<file path="src/source/rs_cfg_pkg.sv">
// ================================================
// Reservation station sizing
// Depth, port widths and tag geometry
// ================================================
package rs_cfg_pkg;

    // ================================================
    // Station and port geometry
    // ================================================
    // Entries in the scheduling window
    localparam int unsigned RS_DEPTH       = 8;
    // Renamed instructions accepted per cycle
    localparam int unsigned DISPATCH_WIDTH = 2;
    // Instructions sent to the FUs per cycle
    localparam int unsigned ISSUE_WIDTH    = 2;
    // Result broadcast lanes
    localparam int unsigned CDB_WIDTH      = 2;

    // ================================================
    // Tag and counter widths
    // ================================================
    localparam int unsigned PHYS_REGS      = 32;
    localparam int unsigned TAG_W          = $clog2(PHYS_REGS);
    // Free-slot count, saturates at dispatch width
    localparam int unsigned FREE_W         = $clog2(DISPATCH_WIDTH + 1);

endpackage : rs_cfg_pkg

</file>
<file path="src/source/rs_types_pkg.sv">
// ================================================
// Reservation station types
// FU class, opcode and entry layout
// ================================================
package rs_types_pkg;

    import rs_cfg_pkg::*;

    // Functional-unit class an entry is steered to
    typedef enum logic [1:0] {
        FU_ALU    = 2'd0,
        FU_MUL    = 2'd1,
        FU_MEM    = 2'd2,
        FU_BRANCH = 2'd3
    } fu_type_e;

    // Eight opcodes, meaning is local to each FU
    typedef logic [2:0] opcode_t;

    // ================================================
    // One station entry
    // ================================================
    // Tags only, operand values live in the PRF
    typedef struct packed {
        logic [TAG_W-1:0] dest_tag;
        logic [TAG_W-1:0] src1_tag;
        logic             src1_ready;
        logic [TAG_W-1:0] src2_tag;
        logic             src2_ready;
        opcode_t          opcode;
        fu_type_e         fu_type;
    } rs_entry_t;

endpackage : rs_types_pkg

</file>
<file path="src/source/rs_issue_if.sv">
// ================================================
// Station table to issue selector link
// ================================================
`timescale 1ns/1ps

interface rs_issue_if import rs_cfg_pkg::*, rs_types_pkg::*; ();

    // Stored packets, one per entry
    rs_entry_t [RS_DEPTH-1:0] entries;
    // Both sources ready and entry occupied
    logic      [RS_DEPTH-1:0] ready;
    // Entry occupied
    logic      [RS_DEPTH-1:0] valid;
    // Entry leaves this cycle and clears at the next edge
    logic      [RS_DEPTH-1:0] issue_en;

    // Table side owns the state
    modport entry_table (output entries, output ready, output valid, input issue_en);
    // Selector side picks and returns the enables
    modport select      (input entries, input ready, input valid, output issue_en);

endinterface : rs_issue_if

</file>
<file path="src/source/issue_selector.sv">
// ================================================
// Issue selector
// Picks the lowest-index ready entries per cycle
// ================================================
`timescale 1ns/1ps

module issue_selector
    import rs_cfg_pkg::*;
    import rs_types_pkg::*;
(
    rs_issue_if.select                     sel,
    output logic      [ISSUE_WIDTH-1:0]    issue_valid_o,
    output rs_entry_t [ISSUE_WIDTH-1:0]    issue_entry_o
);

    // Candidates still free for later ports
    logic [RS_DEPTH-1:0] remain;

    // ================================================
    // Priority pick
    // ================================================
    // Port 0 gets the lowest index, port 1 the next
    always_comb begin : pick
        logic taken;
        remain        = sel.ready & sel.valid;
        sel.issue_en  = '0;
        issue_valid_o = '0;
        issue_entry_o = '0;
        for (int p = 0; p < ISSUE_WIDTH; p++) begin
            taken = 1'b0;
            for (int j = 0; j < RS_DEPTH; j++) begin
                if (remain[j] && !taken) begin
                    issue_valid_o[p] = 1'b1;
                    issue_entry_o[p] = sel.entries[j];
                    sel.issue_en[j]  = 1'b1;
                    remain[j]        = 1'b0;
                    taken            = 1'b1;
                end
            end
        end
    end

    // Enabled entry must be occupied with both stored sources woken
    always_comb begin : issue_check
        for (int j = 0; j < RS_DEPTH; j++) begin
            if (sel.issue_en[j] === 1'b1) begin
                assert final (sel.valid[j] && sel.entries[j].src1_ready
                              && sel.entries[j].src2_ready)
                    else $error("issue enable raised for entry %0d that is not ready", j);
            end
        end
    end

endmodule : issue_selector

</file>
<file path="src/flat_wrapper.sv">
// flat-port wrapper written by rule: the top's interface ports become plain ports
module issue_selector_flat import rs_cfg_pkg::*; import rs_types_pkg::*;
  (issue_valid_o, issue_entry_o, sel_entries, sel_ready, sel_valid, sel_issue_en);
  rs_issue_if sel_i ();
  output logic      [ISSUE_WIDTH-1:0] issue_valid_o;
  output rs_entry_t [ISSUE_WIDTH-1:0] issue_entry_o;
  input wire logic [$bits(sel_i.entries)-1:0] sel_entries;
  input wire logic [$bits(sel_i.ready)-1:0] sel_ready;
  input wire logic [$bits(sel_i.valid)-1:0] sel_valid;
  output wire logic [$bits(sel_i.issue_en)-1:0] sel_issue_en;
  assign sel_i.entries = sel_entries;
  assign sel_i.ready = sel_ready;
  assign sel_i.valid = sel_valid;
  assign sel_issue_en = sel_i.issue_en;
  issue_selector u_core (.sel(sel_i), .issue_valid_o(issue_valid_o), .issue_entry_o(issue_entry_o));
endmodule
</file>
<file path="config.mk">
export PLATFORM = sky130hd
export DESIGN_NAME = issue_selector_flat
export DESIGN_NICKNAME = d
export VERILOG_FILES = /design/src/source/rs_cfg_pkg.sv /design/src/source/rs_types_pkg.sv /design/src/source/rs_issue_if.sv /design/src/source/issue_selector.sv /design/src/flat_wrapper.sv
export SDC_FILE = /design/constraint.sdc
export NUM_CORES = 1
export LEC_CHECK = 0
export ABC_AREA = 1
export BUFFER_PORTS_ARGS = -buffer_cell sky130_fd_sc_hd__buf_2
export CORE_AREA = 2 2 95 97
export DETAILED_ROUTE_END_ITERATION = 7
export DIE_AREA = 0 0 97 99
export PLACE_DENSITY = 0.7
export SLEW_MARGIN = 20
export SYNTH_ARGS = -nofsm -noshare
export SYNTH_HDL_FRONTEND = slang
export SYNTH_SLANG_ARGS = --single-unit
</file>
<file path="constraint.sdc">
create_clock -name vclk -period 2.41
set_input_delay 0.3615 -clock vclk [all_inputs]
set_output_delay 0.3615 -clock vclk [all_outputs]
set_load 0.1 [all_outputs]
</file>
Word-level counts from Yosys, hierarchy flattened
Index checks and enable logic that the tools add are counted.

storage, ports and cells
  bits in registers = 0
  bits in latches = 0
  bits in writable memories = 0
  memory bits (read-only) = 0
  input port bits = 192
  output and inout port bits = 54
  word-level logic and storage cells = 78
  memories kept = 0

cells by class
  $add $sub $neg = 0
  multipliers = 0
  divide/modulo/power cells = 0
  $lt $le $gt $ge = 0
  equal/unequal tests = 0
  shift-type cells = 0
  multiplexer cells = 51
  bitwise gates (word level) = 1
  reduce and logical (&&, ||, !) cells = 26

operators by type and width
  operator            number
  22-bit two-way mux  15
  1-bit two-way mux   36
  1-bit logical AND   13
  1-bit zero test     13
  8-bit bitwise AND   1

Depth between registers and ports, before layout
  depth in word-level cells = 25
  mapped depth = 10
  depth with buffers taken out = 9

Least setup slack after synthesis
OpenSTA, ideal clock, no wires.

  kind = input to output
  start = in sel_ready[1]
  end = out sel_issue_en[5]
  arrival time = 3.271 ns
  data required time = 2.049 ns
  path slack = -1.222 ns
  cell stages on the path = 8
  path buffers = 1
  cells stage by stage = nand2_2 nand2_2 nand2_1 nand2_2 nor2_8 nand2_2 buf_2 o21ai_0

between the ends
  longest elaborated chain between the ends = 17

ends and longest elaborated chain
  item                                                    RTL line              RTL
  start, declared                                         flat_wrapper.sv:8     input wire logic [$bits(sel_i.ready)-1:0] sel_ready;
  8-bit bitwise AND (*)                                   issue_selector.sv:25  remain = sel.ready & sel.valid;
  1-bit logical AND                                       issue_selector.sv:32  if (remain[j] && !taken) begin
  1-bit two-way mux                                       issue_selector.sv:32
  1-bit zero test                                         issue_selector.sv:32
  1-bit logical AND                                       issue_selector.sv:32
  1-bit two-way mux                                       issue_selector.sv:32
  1-bit zero test or 1-bit logical AND (tied branches)    issue_selector.sv:32
  1-bit logical AND or 1-bit two-way mux (tied branches)  issue_selector.sv:32
  1-bit two-way mux or 1-bit zero test (tied branches)    issue_selector.sv:32
  1-bit zero test or 1-bit logical AND (tied branches)    issue_selector.sv:32
  1-bit logical AND or 1-bit two-way mux (tied branches)  issue_selector.sv:32
  1-bit two-way mux or 1-bit zero test (tied branches)    issue_selector.sv:32
  1-bit zero test or 1-bit logical AND (tied branches)    issue_selector.sv:32
  1-bit logical AND or 1-bit two-way mux (tied branches)  issue_selector.sv:32
  1-bit two-way mux or 1-bit zero test (tied branches)    issue_selector.sv:32
  1-bit logical AND                                       issue_selector.sv:32
  1-bit two-way mux (*)                                   issue_selector.sv:32
  end, declared                                           flat_wrapper.sv:10    output wire logic [$bits(sel_i.issue_en)-1:0] sel_issue_en;

Mark *: on every way between the ends. The rest lies on a longest branch, timed or not.

==> impl_metrics.tcl <==
set metrics [dict create \
    status "complete, no violations" \
    cp_cell_sequence "buf_2 -> nand2_4 -> nand3_4 -> nor2_4 -> nand2_2 -> nand2_4 -> nand3_4 -> nor2_4 -> clkbuf_16 -> nand3_1 -> nand3_2 -> buf_12" \
    core-area_sq_um 8550 \
    cp-end-kind "output pin" \
    seq_cells 0 \
    ys_seq_area_share_pct 0 \
    avgSynthCellArea_sq_um 4.44 \
    antenna_found_initial 3 \
    drtIter0Drc 242 \
    gr-usage-met3_pct 5.32 \
    wire_per_inst_um 15.5 \
    start_util_pct 33.8 \
    final_common_cell "nand2_1" \
    totalWireLength_mm 15.7 \
    grt_max_degree 24 \
    hold_viol 0 \
    critical_path_peak_fanout 6 \
    rsz0062_at_grt "yes" \
    cpLargestDelayFamily "simple AND/OR/NAND/NOR gates" \
    hp-class "input pin to output pin" \
    synthDistinctLibCells 21 \
    worstPathBufferInverterCount 3 \
    netlist_instances 650 \
    finalPower_mw 2.32 \
    die_x_um 97 \
    ant_nets 0 \
    die_area_sq_um 9600 \
    final_core_util_pct 64.3 \
    critPathArrivalTime_ns 1.97 \
    holdPathStages 4 \
    clock.fmax_ghz 0.429 \
    area_growth_pct 90.3 \
    register_area_sq_um 0 \
    power_switching_mw 1.50 \
    peakVddDrop_mv 0.440 \
    rows 34 \
    die_h_um 99 \
    p_per_area_nw_per_um2 422 \
    fillers 871 \
    relSlewSlack_pct 64.7 \
    fin_nets 1095 \
    grt_overflow 0 \
    io_buffers 246 \
    worst_pin_slew_ns 0.528 \
    max_cap_violations 0 \
    syn_nets 842 \
    power.share.combinational_pct 100.0 \
    slowest_stage "nor2_4" \
    drv_slew 0 \
    leakage_nw 3.06 \
    power.share.switching_pct 64.9 \
    ioPinCount 246 \
    most-common-layout-cells "nand2_1, buf_2, nand3_1, nor2_1" \
    finalCritPeriodShare_pct 96.6 \
    power_frac_seq_pct 0 \
    clock_buffers 0 \
    intPower_uw 814 \
    cts_hold_buf 0 \
    tns_ns 0 \
    setup_violations 0 \
    hpwl_mm 13.2 \
    cp.required_ns 2.05 \
    grt_pass1_wl_mm 24.4 \
    crit_type "input pin to output pin" \
    use_met1_pct 34.1 \
    use_met2_pct 59.0 \
    drc 0 \
    ys_warn_count 0 \
    syn-cell-area_sq_um 2890 \
    cp.depth 12 \
    grt_use_total_pct 30.4 \
    first_global_vias 5185 \
    clockPowerShare_pct 0 \
    busiest_layer "met2" \
    gp_congestion 0.935 \
    drt_pass1_iterations 5 \
    via_per_inst 5.27 \
    drive_above_1_share_pct 39.8 \
    start_kind "input pin" \
    vias 5337 \
    max_stage_delay_ns 0.24 \
    fin_crit_ns 2.33 \
]
==> path summary, 6_finish.rpt <==
kind | start | endpoint
setup / recovery | sel_ready[1] | issue_entry_o[36]
hold / removal | sel_entries[150] | issue_entry_o[18]
==> through the flow <==
step / instances / hold slack, ns / worst slack [ns] / instance area (sq um)
CTS: 1004 / 1.13 / 0.0159 / 5360
global route: 1012 / 1.14 / -0.0205 / 5490
detailed placement: 1004 / 1.13 / -0.0613 / 5350
floorplan: 650 / 1.03 / 0.00618 / 3060
finish: 1012 / 1.12 / 0.0811 / 5490
global placement: 1004 / 1.12 / -0.0378 / 5350
==> cells in the mapped netlist, types with 4 or more instances <==
library cell,count,area (sq um)
nand2_1,209,785
nand3_1,204,1020
nor2_1,75,282
inv_1,55,206
nor3_1,22,110
a21oi_1,19,95.1
buf_2,17,85.1
clkbuf_1,17,63.8
nand2_2,5,31.3
o21ai_0,5,25.0
buf_1,4,15.0
inv_2,4,15.0
==> cells by family after synthesis <==
family,synth area share (%)
simple gates,80.9
buf+inv,14.4
compound gates,4.68
==> power by group through the flow <==
stage,registers [mW],logic [mW],clock network (mW)
after floorplan,0,1.35,0
after global placement,0,2.25,0
after detailed placement,0,2.26,0
after CTS,0,2.27,0
after global routing,0,2.41,0.000000167
final,0,2.32,0.000000167
==> tightest hold or removal path: stages <==
cell     delay [ns]
buf_2          0.09
nand2_1        0.06
nand3_2        0.09
buf_12         0.17
==> area by class of cell <==
cell class	count	area, sq um	share of cell area [%]
multi-input combinational	550	2720	49.5
timing repair buffer	292	2410	43.8
inverter	59	221	4.03
tap	108	135	2.46
antenna	3	7.51	0.137
==> layer usage <==
metal	wire length, um	share of wire [%]
met5	0	0
met4	422	2.7
met3	1410	9.0
met2	8250	52
met1	5640	36
==> what timing repair did <==
item | in CTS | in global routing
setup endpoints to repair | 12 | 45
cloned | 0 | 2
buffers inserted | 0 | 3
pin swaps | 0 | 6
hold endpoints to repair | 0 | 0
gates resized for setup | 2 | 19
Note: power is estimated with default switching activity, not from simulation.
